File: config.mk
export PLATFORM = sky130hd
export DESIGN_NAME = mipsCore
export DESIGN_NICKNAME = d
export VERILOG_FILES = /design/src/hdl/mipsIsaPkg.sv /design/src/hdl/mipsCtrlPkg.sv /design/src/hdl/controlFsm.sv /design/src/hdl/regFile.sv /design/src/hdl/alu.sv /design/src/hdl/pcUnit.sv /design/src/hdl/memPort.sv /design/src/hdl/mipsCore.sv
export SDC_FILE = /design/constraint.sdc
export NUM_CORES = 2
export LEC_CHECK = 0
export BUFFER_PORTS_ARGS = -buffer_cell sky130_fd_sc_hd__clkbuf_2
export CAP_MARGIN = 20
export CORE_MARGIN = 1.5
export CORE_UTILIZATION = 50
export DETAILED_ROUTE_END_ITERATION = 16
export GPL_TIMING_DRIVEN = 0
export HOLD_SLACK_MARGIN = 0.06
export PLACE_DENSITY = 0.66
export SLEW_MARGIN = 40
export SYNTH_ARGS = -nofsm -noshare
export SYNTH_HDL_FRONTEND = slang
export SYNTH_SLANG_ARGS = --single-unit
File: constraint.sdc
create_clock -name CLK -period 9.05 [get_ports CLK]
set_input_delay 0.905 -clock CLK [delete_from_list [all_inputs] [get_ports CLK]]
set_output_delay 0.905 -clock CLK [all_outputs]
set_load 0.1 [all_outputs]
File: src/hdl/mipsIsaPkg.sv
package mipsIsaPkg;
	localparam int dataWidth = 32; // Machine word

	typedef logic [4:0] regIdxT; // Register number
	typedef logic [5:0] opcodeT; // Primary opcode, bits 31:26
	typedef logic [5:0] functT;  // R-type function, bits 5:0

	localparam opcodeT opRType = 6'h00;
	localparam opcodeT opBeq   = 6'h04;
	localparam opcodeT opBlez  = 6'h06;
	localparam opcodeT opBgtz  = 6'h07;
	localparam opcodeT opAddi  = 6'h08;
	localparam opcodeT opAddiu = 6'h09;
	localparam opcodeT opSlti  = 6'h0a;
	localparam opcodeT opSltiu = 6'h0b;
	localparam opcodeT opAndi  = 6'h0c;
	localparam opcodeT opOri   = 6'h0d;
	localparam opcodeT opXori  = 6'h0e;
	localparam opcodeT opLui   = 6'h0f;
	localparam opcodeT opLw    = 6'h23;
	localparam opcodeT opSw    = 6'h2b;

	localparam functT fnSllv = 6'h04; // Variable shifts
	localparam functT fnSrlv = 6'h06;
	localparam functT fnSrav = 6'h07;
	localparam functT fnAdd  = 6'h20;
	localparam functT fnAddu = 6'h21;
	localparam functT fnSub  = 6'h22;
	localparam functT fnSubu = 6'h23;
	localparam functT fnAnd  = 6'h24;
	localparam functT fnOr   = 6'h25;
	localparam functT fnXor  = 6'h26;
	localparam functT fnNor  = 6'h27;
	localparam functT fnSlt  = 6'h2a;
	localparam functT fnSltu = 6'h2b;

	typedef struct packed {
		regIdxT rd;
		logic [4:0] shamt;
		functT funct;
	} rFieldsT; // Low half seen as R-type fields

	typedef union packed {
		rFieldsT r;
		logic [15:0] imm; // I-type view of the same bits
	} lowFieldsT;

	typedef struct packed {
		opcodeT opcode;
		regIdxT rs;
		regIdxT rt;
		lowFieldsT tail;
	} instrT;

	typedef enum logic [3:0] {
		aluAdd, aluSub, aluAnd, aluOr, aluXor, aluNor,
		aluSlt, aluSltu, aluSll, aluSrl, aluSra, aluLui
	} aluOpT;

	typedef struct packed {
		logic known; // Encoding is in the kept subset
		aluOpT op;
	} aluSelT;

	function automatic aluSelT functToAlu(functT funct);
		aluSelT sel;
		sel = '{known: 1'b1, op: aluAdd};
		case (funct)
			fnAdd, fnAddu: sel.op = aluAdd; // No overflow trap
			fnSub, fnSubu: sel.op = aluSub;
			fnAnd: sel.op = aluAnd;
			fnOr: sel.op = aluOr;
			fnXor: sel.op = aluXor;
			fnNor: sel.op = aluNor;
			fnSlt: sel.op = aluSlt;
			fnSltu: sel.op = aluSltu;
			fnSllv: sel.op = aluSll;
			fnSrlv: sel.op = aluSrl;
			fnSrav: sel.op = aluSra;
			default: sel.known = 1'b0; // Unknown funct acts as nop
		endcase
		return sel;
	endfunction

	function automatic aluSelT opcodeToAlu(opcodeT opcode);
		aluSelT sel;
		sel = '{known: 1'b1, op: aluAdd};
		case (opcode)
			opAddi, opAddiu, opLw, opSw: sel.op = aluAdd; // Loads and stores add base and offset
			opSlti: sel.op = aluSlt;
			opSltiu: sel.op = aluSltu;
			opAndi: sel.op = aluAnd;
			opOri: sel.op = aluOr;
			opXori: sel.op = aluXor;
			opLui: sel.op = aluLui;
			default: sel.known = 1'b0;
		endcase
		return sel;
	endfunction
endpackage

File: src/hdl/mipsCtrlPkg.sv
package mipsCtrlPkg;
	localparam int reqAddrWidth = 12; // Byte address bits on the memory port

	typedef enum logic [3:0] {
		fetch,     // Wait for instruction transfer
		decode,    // Opcode dispatch
		execute,   // ALU op and writeback
		memAddr,   // Effective address, launch data request
		memAccess, // Wait for data transfer
		loadWrite, // Load data to rt
		branch     // Condition and target
	} fsmStateT;

	typedef struct packed {
		logic irLoad;     // Request is an instruction fetch
		logic pcLoad;     // Update pc this edge
		logic regWrite;
		logic regDstRd;   // rd, else rt
		logic memToReg;   // Write load data, else ALU result
		logic aluSrcImm;  // Second operand from immediate
		logic immZeroExt; // Logical immediates
		logic useFunct;   // ALU op from funct, else from opcode
		logic memStart;   // Launch a memory request
		logic memWrite;
		logic branchEval; // pc takes target if condition holds
	} ctrlWordT;

	typedef struct packed {
		logic [reqAddrWidth-1:0] addr;
		logic [mipsIsaPkg::dataWidth-1:0] wData;
		logic write;
	} memReqT;
endpackage

File: src/hdl/controlFsm.sv
`timescale 1ns/1ps

module controlFsm (
	input logic CLK,
	input logic reset,
	input mipsIsaPkg::instrT instr,
	input logic memDone,
	output mipsCtrlPkg::ctrlWordT ctrl
);
	import mipsIsaPkg::*;
	import mipsCtrlPkg::*;

	fsmStateT state;
	fsmStateT nextState;
	logic fetchIssued; // Fetch already launched by execute or branch
	logic isRType;
	logic isZeroExtOp;
	aluSelT functSel;
	aluSelT opcodeSel;

	assign isRType = (instr.opcode == opRType);
	assign isZeroExtOp = (instr.opcode == opAndi) || (instr.opcode == opOri) ||
		(instr.opcode == opXori); // Logical immediates zero-extend
	assign functSel = functToAlu(instr.tail.r.funct);
	assign opcodeSel = opcodeToAlu(instr.opcode);

	always_ff @(posedge CLK) begin
		if (reset) begin
			state <= fetch;
			fetchIssued <= 1'b0; // First fetch issues itself
		end else begin
			state <= nextState;
			if (ctrl.memStart && ctrl.irLoad) begin
				fetchIssued <= 1'b1;
			end else if (state == fetch && memDone) begin
				fetchIssued <= 1'b0; // Instruction arrived
			end
		end
	end

	always_comb begin
		nextState = state;
		case (state)
			fetch: if (memDone) nextState = decode;
			decode: begin
				case (instr.opcode)
					opLw, opSw: nextState = memAddr;
					opBeq, opBgtz, opBlez: nextState = branch;
					default: nextState = execute; // ALU ops, unknown ones run as nop
				endcase
			end
			execute: nextState = fetch;
			branch: nextState = fetch;
			memAddr: nextState = memAccess;
			memAccess: begin
				if (memDone) begin
					nextState = (instr.opcode == opLw) ? loadWrite : fetch;
				end
			end
			loadWrite: nextState = fetch;
			default: nextState = fetch;
		endcase
	end

	always_comb begin
		ctrl = '0;
		case (state)
			fetch: begin
				ctrl.memStart = !fetchIssued; // After reset or a memory instruction
				ctrl.irLoad = !fetchIssued;
			end
			execute: begin
				ctrl.useFunct = isRType;
				ctrl.regDstRd = isRType;
				ctrl.aluSrcImm = !isRType;
				ctrl.immZeroExt = isZeroExtOp;
				ctrl.regWrite = isRType ? functSel.known : opcodeSel.known;
				ctrl.pcLoad = 1'b1;   // pc + 4
				ctrl.memStart = 1'b1; // Next fetch goes out with the new pc
				ctrl.irLoad = 1'b1;
			end
			branch: begin
				ctrl.branchEval = 1'b1;
				ctrl.pcLoad = 1'b1;
				ctrl.memStart = 1'b1;
				ctrl.irLoad = 1'b1;
			end
			memAddr: begin
				ctrl.aluSrcImm = 1'b1; // Base plus signed offset
				ctrl.memStart = 1'b1;
				ctrl.memWrite = (instr.opcode == opSw);
			end
			memAccess: ctrl.pcLoad = memDone; // Advance once data moved
			loadWrite: begin
				ctrl.regWrite = 1'b1; // Into rt
				ctrl.memToReg = 1'b1;
			end
			default: ctrl = '0;
		endcase
	end
endmodule

File: src/hdl/regFile.sv
`timescale 1ns/1ps

module regFile (
	input logic CLK,
	input logic reset,
	input mipsIsaPkg::instrT instr,
	input mipsCtrlPkg::ctrlWordT ctrl,
	input logic [mipsIsaPkg::dataWidth-1:0] aluResult,
	input logic [mipsIsaPkg::dataWidth-1:0] loadData,
	output logic [mipsIsaPkg::dataWidth-1:0] rsData,
	output logic [mipsIsaPkg::dataWidth-1:0] rtData
);
	import mipsIsaPkg::*;

	logic [dataWidth-1:0] regs [32];
	regIdxT dest;
	logic [dataWidth-1:0] wData;

	assign dest = ctrl.regDstRd ? instr.tail.r.rd : instr.rt;
	assign wData = ctrl.memToReg ? loadData : aluResult;

	assign rsData = (instr.rs == '0) ? '0 : regs[instr.rs]; // r0 reads zero
	assign rtData = (instr.rt == '0) ? '0 : regs[instr.rt];

	always_ff @(posedge CLK) begin
		if (reset) begin
			for (int i = 0; i < 32; i++) begin
				regs[i] <= '0;
			end
		end else if (ctrl.regWrite && dest != '0) begin
			regs[dest] <= wData; // Visible next cycle
		end
	end
endmodule

File: src/hdl/alu.sv
`timescale 1ns/1ps

module alu (
	input mipsIsaPkg::instrT instr,
	input mipsCtrlPkg::ctrlWordT ctrl,
	input logic [mipsIsaPkg::dataWidth-1:0] rsData,
	input logic [mipsIsaPkg::dataWidth-1:0] rtData,
	output logic [mipsIsaPkg::dataWidth-1:0] aluResult
);
	import mipsIsaPkg::*;

	logic [dataWidth-1:0] immExt;
	logic [dataWidth-1:0] opB;
	logic [4:0] shiftAmt;
	aluSelT sel;

	assign immExt = ctrl.immZeroExt ? {16'b0, instr.tail.imm} :
		{{16{instr.tail.imm[15]}}, instr.tail.imm};
	assign opB = ctrl.aluSrcImm ? immExt : rtData;
	assign shiftAmt = rsData[4:0]; // Variable shift count from rs
	assign sel = ctrl.useFunct ? functToAlu(instr.tail.r.funct) : opcodeToAlu(instr.opcode);

	always_comb begin
		if (!sel.known) begin
			aluResult = '0;
		end else begin
			case (sel.op)
				aluAdd: aluResult = rsData + opB;
				aluSub: aluResult = rsData - opB;
				aluAnd: aluResult = rsData & opB;
				aluOr: aluResult = rsData | opB;
				aluXor: aluResult = rsData ^ opB;
				aluNor: aluResult = ~(rsData | opB);
				aluSlt: aluResult = dataWidth'($signed(rsData) < $signed(opB));
				aluSltu: aluResult = dataWidth'(rsData < opB); // sltiu compares the sign-extended imm
				aluSll: aluResult = rtData << shiftAmt;
				aluSrl: aluResult = rtData >> shiftAmt;
				aluSra: aluResult = $signed(rtData) >>> shiftAmt;
				aluLui: aluResult = {instr.tail.imm, 16'b0}; // Upper half
				default: aluResult = '0;
			endcase
		end
	end
endmodule

File: src/hdl/pcUnit.sv
`timescale 1ns/1ps

module pcUnit #(
	parameter int addrWidth = mipsCtrlPkg::reqAddrWidth
) (
	input logic CLK,
	input logic reset,
	input mipsIsaPkg::instrT instr,
	input mipsCtrlPkg::ctrlWordT ctrl,
	input logic [mipsIsaPkg::dataWidth-1:0] rsData,
	input logic [mipsIsaPkg::dataWidth-1:0] rtData,
	output logic [addrWidth-1:0] pc
);
	import mipsIsaPkg::*;

	logic [addrWidth-1:0] pcPlus4;
	logic [addrWidth-1:0] offset;
	logic [addrWidth-1:0] branchTarget;
	logic taken;

	assign pcPlus4 = pc + addrWidth'(4);
	assign offset = addrWidth'({{14{instr.tail.imm[15]}}, instr.tail.imm, 2'b00}); // Word offset
	assign branchTarget = pcPlus4 + offset; // No delay slot

	always_comb begin
		case (instr.opcode)
			opBeq: taken = (rsData == rtData);
			opBgtz: taken = ($signed(rsData) > 32'sd0);
			opBlez: taken = ($signed(rsData) <= 32'sd0);
			default: taken = 1'b0;
		endcase
	end

	always_ff @(posedge CLK) begin
		if (reset) begin
			pc <= '0;
		end else if (ctrl.pcLoad) begin
			pc <= (ctrl.branchEval && taken) ? branchTarget : pcPlus4;
		end
	end
endmodule

File: src/hdl/memPort.sv
`timescale 1ns/1ps

module memPort #(
	parameter int addrWidth = mipsCtrlPkg::reqAddrWidth
) (
	input logic CLK,
	input logic reset,
	input mipsCtrlPkg::ctrlWordT ctrl,
	input logic [addrWidth-1:0] pc,
	input logic [mipsIsaPkg::dataWidth-1:0] aluResult,
	input logic [mipsIsaPkg::dataWidth-1:0] rtData,
	input logic memReady,
	input logic [mipsIsaPkg::dataWidth-1:0] memRData,
	output logic memReqValid,
	output mipsCtrlPkg::memReqT memReq,
	output mipsIsaPkg::instrT instr,
	output logic [mipsIsaPkg::dataWidth-1:0] loadData,
	output logic memDone
);
	import mipsIsaPkg::*;
	import mipsCtrlPkg::*;

	logic reqIsFetch;              // Pending request targets the IR
	logic reqWrite;
	logic [addrWidth-1:0] dataAddr;
	logic [dataWidth-1:0] storeData;
	logic [addrWidth-1:0] reqAddr;

	assign memDone = memReqValid && memReady; // Transfer edge

	// pc holds still while a fetch is pending
	assign reqAddr = reqIsFetch ? pc : dataAddr;
	assign memReq = '{addr: reqAddrWidth'(reqAddr), wData: storeData, write: reqWrite};

	always_ff @(posedge CLK) begin
		if (reset) begin
			memReqValid <= 1'b0;
			reqIsFetch <= 1'b0;
			reqWrite <= 1'b0;
			instr <= '0;
		end else begin
			if (ctrl.memStart) begin
				memReqValid <= 1'b1; // Up until accepted
				reqIsFetch <= ctrl.irLoad;
				reqWrite <= ctrl.memWrite;
			end else if (memDone) begin
				memReqValid <= 1'b0;
			end
			if (memDone && reqIsFetch) begin
				instr <= instrT'(memRData);
			end
		end
	end

	always_ff @(posedge CLK) begin
		if (ctrl.memStart && !ctrl.irLoad) begin
			dataAddr <= aluResult[addrWidth-1:0]; // Byte address
			storeData <= rtData;
		end
		if (memDone && !reqIsFetch) begin
			loadData <= memRData; // Write data is echoed on a store and ignored
		end
	end
endmodule

File: src/hdl/mipsCore.sv
`timescale 1ns/1ps

module mipsCore #(
	parameter int addrWidth = mipsCtrlPkg::reqAddrWidth
) (
	input logic CLK,
	input logic reset,
	output logic memReqValid,
	output mipsCtrlPkg::memReqT memReq,
	input logic memReady,
	input logic [mipsIsaPkg::dataWidth-1:0] memRData
);
	import mipsIsaPkg::*;
	import mipsCtrlPkg::*;

	ctrlWordT ctrl;               // Control word of the current state
	instrT instr;                 // Instruction register
	logic memDone;                // Transfer this cycle
	logic [dataWidth-1:0] rsData;
	logic [dataWidth-1:0] rtData;
	logic [dataWidth-1:0] aluResult;
	logic [dataWidth-1:0] loadData;
	logic [addrWidth-1:0] pc;

	controlFsm uCtrl (
		.CLK(CLK),
		.reset(reset),
		.instr(instr),
		.memDone(memDone),
		.ctrl(ctrl)
	);

	regFile uRegs (
		.CLK(CLK),
		.reset(reset),
		.instr(instr),
		.ctrl(ctrl),
		.aluResult(aluResult),
		.loadData(loadData),
		.rsData(rsData),
		.rtData(rtData)
	);

	alu uAlu (
		.instr(instr),
		.ctrl(ctrl),
		.rsData(rsData),
		.rtData(rtData),
		.aluResult(aluResult)
	);

	pcUnit #(.addrWidth(addrWidth)) uPc (
		.CLK(CLK),
		.reset(reset),
		.instr(instr),
		.ctrl(ctrl),
		.rsData(rsData),
		.rtData(rtData),
		.pc(pc)
	);

	memPort #(.addrWidth(addrWidth)) uMem (
		.CLK(CLK),
		.reset(reset),
		.ctrl(ctrl),
		.pc(pc),
		.aluResult(aluResult),  // Data address
		.rtData(rtData),        // Store data
		.memReady(memReady),
		.memRData(memRData),
		.memReqValid(memReqValid),
		.memReq(memReq),
		.instr(instr),
		.loadData(loadData),
		.memDone(memDone)
	);
endmodule

# ---- Word-level counts from Yosys, hierarchy flattened
# Memories as Yosys holds them, arrays and structs flattened. A register that Yosys moved wholly into a read port is not among the register bits.
# Cells that the tools add are included.
dict set report totals {
  mem_bits_rw 1024
  out_inout_bits 46
  n_memories 1
  regBits 128
  in_bits 35
  elab_cells 154
  latchBits 0
  mem_bits_ro 0
}
# name depth width read_ports rd_clocked_by_memory_dff write_ports line_no
set mem_list {}
lappend mem_list {uRegs.regs 32 32 2 2 32 regFile.sv:15} ;# logic [dataWidth-1:0] regs [32];
dict set report classes {
  div 0
  n_bitwise 4
  addsub 4
  n_mul 0
  n_eq_ne 46
  n_reduce_logical 31
  shift 3
  mux 48
  n_lt_le_gt_ge 4
}
# operator n
set ops {}
lappend ops {{case mux 32 bit (12 select lines)} 1}
lappend ops {{two-way mux 32 bit} 7}
lappend ops {{== test 6 bit, second input constant} 12}
lappend ops {{less-than comparator 32 bit} 2}
lappend ops {{== test 6 x 4 -> 1 bit, second input constant} 8}
lappend ops {{case mux 4 bit (10 select lines)} 1}
lappend ops {{== test 6 x 3 -> 1 bit, second input constant} 6}
lappend ops {{two-way mux 5 bit} 7}
lappend ops {{adder 32 bit} 1}
lappend ops {{AND 32 bit} 1}
lappend ops {{== test 32 bit} 1}
lappend ops {{greater-than comparator 32 x 1 -> 1 bit, second input constant} 1}
lappend ops {{<= comparator 32 x 1 -> 1 bit, second input constant} 1}
lappend ops {{NOT 32 bit} 1}
lappend ops {{bitwise OR 32 bit} 1}
lappend ops {{OR reduction 32 bit} 1}
lappend ops {{left shift 32 x 5 -> 32 bit} 1}
lappend ops {{right shift 32 x 5 -> 32 bit} 1}
lappend ops {{>>> shifter 32 x 5 -> 32 bit} 1}
lappend ops {{subtractor 32 bit} 1}
lappend ops {{XOR 32 bit} 1}
lappend ops {{== test 4 x 3 -> 1 bit, second input constant} 7}
lappend ops {{two-way mux 12 bit} 2}
lappend ops {{case mux 4 bit (6 select lines)} 1}
lappend ops {{27 further kinds} 73}

# ---- Logic depth before layout (Yosys ltp)
dict set report logic_depth {
  ltp_word 12
  mapped_depth 27
  ltp_nobuf 21
}

# ---- Cells and area by module
# From an unflattened synthesis, not the netlist that was laid out.
dict set report hier_totals {
  hier_cells 5691
  area_unflattened_um2 68804.7
}
# mod area_per_inst_um2 cells_per_inst seq_area_each_um2 n_inst
set by_module_without_submodules {}
lappend by_module_without_submodules {regFile 52372.7 3646 30749.5 1}
lappend by_module_without_submodules {alu 10412.5 1544 0.0 1}
lappend by_module_without_submodules {memPort 4005.1 244 2982.9 1}
lappend by_module_without_submodules {pcUnit 1597.8 197 200.2 1}
lappend by_module_without_submodules {controlFsm 416.6 60 80.1 1}

# ---- Worst setup path before layout
# Ideal clock, no wire load.
dict set report synth_path {
  path_type {flip-flop to flip-flop}
  start {register (tool-made name)}
  end {memory uRegs.regs[10][30] (data pin)}
  required_time_ps 8784
  path_stages_with_launch 25
  period_less_slack_ps 5740
  setup_slack_ps 3310
  setup_ps 266
  arrival_ps 5474
  n_path_buf 5
  cell_sequence {dfxtp_1 buf_6 mux4_2 mux4_2 nand2b_4 nand2_4 buf_2 buf_2 ha_1 inv_1 fa_1 nor2b_1 o21a_1 o21ai_0 a311oi_1 o2111ai_1 a41oi_1 a2111oi_0 o41ai_1 xnor2_1 nand2_1 and4_1 clkbuf_1 buf_1 nor2_1}
}
# element line_no
set synth_rtl {}
lappend synth_rtl {{end: declaration} regFile.sv:15}

==> metrics.md <==
| Metric | Value |
|---|---|
| Final min period | `9.25 ns` |
| Critical path data arrival time | `9.78 ns` |
| Die W | `371 um` |
| Initial Util | `0.506` |
| Multi-input logic area | `between 0.03 and 0.04 sq mm` |
| Startpoint types | `flip-flop` |
| Power Dens Cells | `177 mW/mm^2` |
| Leakage | `25.6 nW` |
| Die area | `0.138 sq mm` |
| EDFF count, synth | `1100` |
| Vias in the first global route | `54277` |
| Crit end category | `flip-flop` |
| Area Growth Syn to Fin | `14.1%` |
| CTS tree | `built` |
| Min setup slack post-route | `-0.197 ns` |
| Vias | `58460` |
| Drt wl/cell | `46.9 um` |
| Drt first pass iters | `8` |
| Global-route wire length before repair | `476000 um` |
| Worst Clk Skew | `0.0416 ns` |
| Number of I/O port buffers | `80` |
| CTS hold repair buffers | `0` |
| Fmax | `between 100 and 150 MHz` |
| Hold path start | `memRData[31]` |
| Clock insertion delay at the later pin of the skew report | `0.83 ns` |
| DRT iter0 DRCs | `11030` |
| Hold_ws | `0.270 ns` |
| Detailed-route DRC error count | `0` |
| Avg Cell Area, Syn | `12.3 sq um` |
| Htree depth | `4` |
| Gpl congestion | `1.08` |
| Hold crit path type | `in -> reg` |
| Req. time, crit path | `9.58 ns` |
| Relative slew slack | `0.269` |
| RSZ-0062 raised after global routing | `false` |
| Post-synthesis sequential area ratio | `0.505` |
| Final Setup Violations | `129` |
| Fin area | `0.0773 sq mm` |
| Post-route ant nets | `0` |
| GRT Residual Overflow | `0` |
| Synth warn | `0` |
| Root buf cell | `clkbuf_16` |
| Reg area | `0.0342 sq mm` |
| Worst Tran Pin Value | `around 1.1 ns` |
| Synth Cell Area | `0.0678 sq mm` |
| Status | `finished with violations` |
| WS Path Type | `reg -> reg` |
| MaxCap Viol Count | `0` |
| Clock slew at reported path FFs | `0.06 ns` |
| Syn Inst Count | `approximately 5500` |
| Crit-path max FO | `10` |
| Tcrit/Tclk final | `1.02` |
| Via density per instance | `7.56` |
| Layout cells sized above 1 | `0.236` |
| Primary FF master, synth | `edfxtp_1` |
| Max clock buf depth | `3` |
| I/O pin total | `81` |
| Worst vdd ir | `206 uV` |
| Placed cell areas | `0.0726 sq mm` |
| Seq cells post-synth | `1159` |
| Ys async rst share | `0` |
| WL final | `363000 um` |
| Total CTS buffers | `between 100 and 150` |
| Synth cell types | `92` |
| Core area | `0.134 sq mm` |
| Failing checks | `setup timing` |
| Rows | `134` |
| Vert. Die Dim | `roughly 370 um` |
| Clock Sinks | `approximately 1200` |
| FILL cells | `11181` |
| Pin count of the biggest net entering global routing | `35` |
| Final Max Tran Viols | `0` |
| Placement Setup Slack | `-2.05 ns` |
| Total GRT Usage | `0.525` |
| Dpl hpwl | `approximately 260000 um` |
| Antenna violations before repair | `31` |
| Final nets | `5986` |
| Hold Vio Cnt, Final | `0` |
[cells in the final DEF, fill, tap and decap left out, types with 77 or more instances in the layout]
cell / Yosys / layout
nor2_1: 1117 / 1111
edfxtp_1: 1100 / 1100
mux4_2: 526 / 526
nand2_1: 266 / 259
clkbuf_1: 252 / 211
mux2i_1: 205 / 201
a21oi_1: 207 / 199
buf_2: 159 / 159
inv_1: 148 / 148
clkbuf_2: 0 / 141
o21ai_0: 145 / 134
clkbuf_16: 0 / 132
ha_1: 115 / 115
o22ai_1: 89 / 85
buf_4: 53 / 78
o211ai_1: 77 / 77
[state kept, by name (all words and copies together) (netlist names), 3 cells and up, named ones only]
signal,flops
uCtrl.state,3
uMem.dataAddr,12
uMem.instr,32
uMem.loadData,32
uMem.storeData,32
uPc.pc,10
uRegs.regs,1024
[cells in the mapped netlist (9+ instances only)]
cell type | count | area, sq um
nor3b_1 | 11 | 82.6
buf_1 | 37 | 139
or2_2 | 20 | 125
mux2i_1 | 205 | 2050
nor3_1 | 73 | 365
buf_6 | 24 | 270
xor2_1 | 31 | 272
or4_1 | 9 | 67.6
o31ai_1 | 18 | 135
o221ai_1 | 28 | 245
a31oi_1 | 23 | 144
nor2_1 | 1117 | 4190
nand3_1 | 47 | 235
a211oi_1 | 94 | 706
a21oi_1 | 207 | 1040
o21ai_0 | 145 | 726
nand4_1 | 14 | 87.6
o211ai_1 | 77 | 578
xnor2_1 | 25 | 219
nand2b_1 | 47 | 294
o21a_1 | 16 | 120
and2_1 | 20 | 125
o21ai_1 | 33 | 165
mux4_2 | 526 | 11800
o21bai_1 | 19 | 143
and3_1 | 31 | 194
inv_1 | 148 | 556
nand2_1 | 266 | 998
mux2_2 | 19 | 214
buf_4 | 53 | 398
nor4_1 | 17 | 106
nor2b_1 | 23 | 144
clkbuf_1 | 252 | 946
a21o_1 | 22 | 165
a211o_1 | 27 | 236
a22oi_1 | 71 | 533
edfxtp_1 | 1100 | 33000
dfxtp_1 | 59 | 1180
a221oi_1 | 44 | 385
ha_1 | 115 | 1440
buf_2 | 159 | 796
o2111ai_1 | 10 | 87.6
o22ai_1 | 89 | 557
[where the power goes]
| part | internal (W) | switching [W] |
|---|---|---|
| sequential | 0.00603 | 0.000108 |
| clock | 0.00300 | 0.00242 |
| combinational | 0.000666 | 0.00148 |
| total | 0.00969 | 0.00401 |
[per-stage QoR]
step                      std cells   util  power (W)  setup TNS (ns)
final                          7731  0.577     0.0137           -9.31
after global routing           7705  0.577     0.0138               0
after CTS                      7694  0.575     0.0135               0
after detailed placement       7466  0.542    0.00822         -288.19
after global placement         7398  0.526    0.00813        -1631.40
after floorplan                5550      -    0.00731               0
[kinds of logic after synthesis]
family                     share of synthesized area
AOI/OAI and AO/OA                              0.102
xor gates and xnor gates                     0.00724
adders and majority gates                     0.0221
buffers and inverters                         0.0468
DFF                                            0.505
muxes                                          0.209
other                                      0.0000553
and+or+nand+nor                                0.108
[worst paths after layout]
kind / end / slack, ns / cells past startpoint
min reg2reg: uMem.reqWrite$_SDFFE_PP0P_ / 0.46 / 2
max: uRegs.regs[23][0]$_SDFFCE_PN0P_ / -0.20 / 24
min: uMem.loadData[31]$_DFFE_PP_ / 0.27 / 1
max reg2reg: uRegs.regs[23][0]$_SDFFCE_PN0P_ / -0.20 / 24
[critical path, cell delays in order (launching register included)]
cell	delay (ns)
dfxtp_1	0.65
buf_4	0.43
buf_4	0.31
buf_2	0.58
buf_4	0.48
buf_4	0.40
mux2i_1	0.20
a211oi_1	0.68
nand2_1	0.54
inv_1	0.21
ha_1	0.26
clkbuf_1	0.26
nor4_2	0.33
nand4_1	0.29
a311oi_4	0.37
buf_12	0.17
o2111ai_1	0.23
a41oi_2	0.36
a2111oi_1	0.19
nor2_1	0.31
a2111oi_4	0.16
a211oi_4	0.49
a21o_1	0.45
buf_2	0.40
nor2_1	0.10
[layout make-up]
cell class                      instances  share of cell area
Inverter                              153             0.00743
Antenna cell                           32             0.00104
Multi-Input combinational cell       3710               0.409
Tap cell                             1768              0.0286
Timing Repair Buffer                  157              0.0216
Buffer                                521              0.0352
Sequential cell                      1159               0.442
Clock inverter                         72             0.00976
Clock buffer                          159              0.0445
[routing by layer]
metal,up-vias,wire (um),global-route usage
li1,21760,-,-
met1,28943,113000,0.595
met2,6053,148000,0.729
met3,1686,57200,0.242
met4,18,43600,0.489
met5,-,623,0.0136
[repair_timing]
item	4_1_cts	5_1_grt
buffers inserted	2	3
setup endpoints to repair	478	372
resized for setup	41	32
endpoints found under the hold margin	0	0
pin swaps	1	2
No activity file was read; power rests on OpenSTA's default activity.
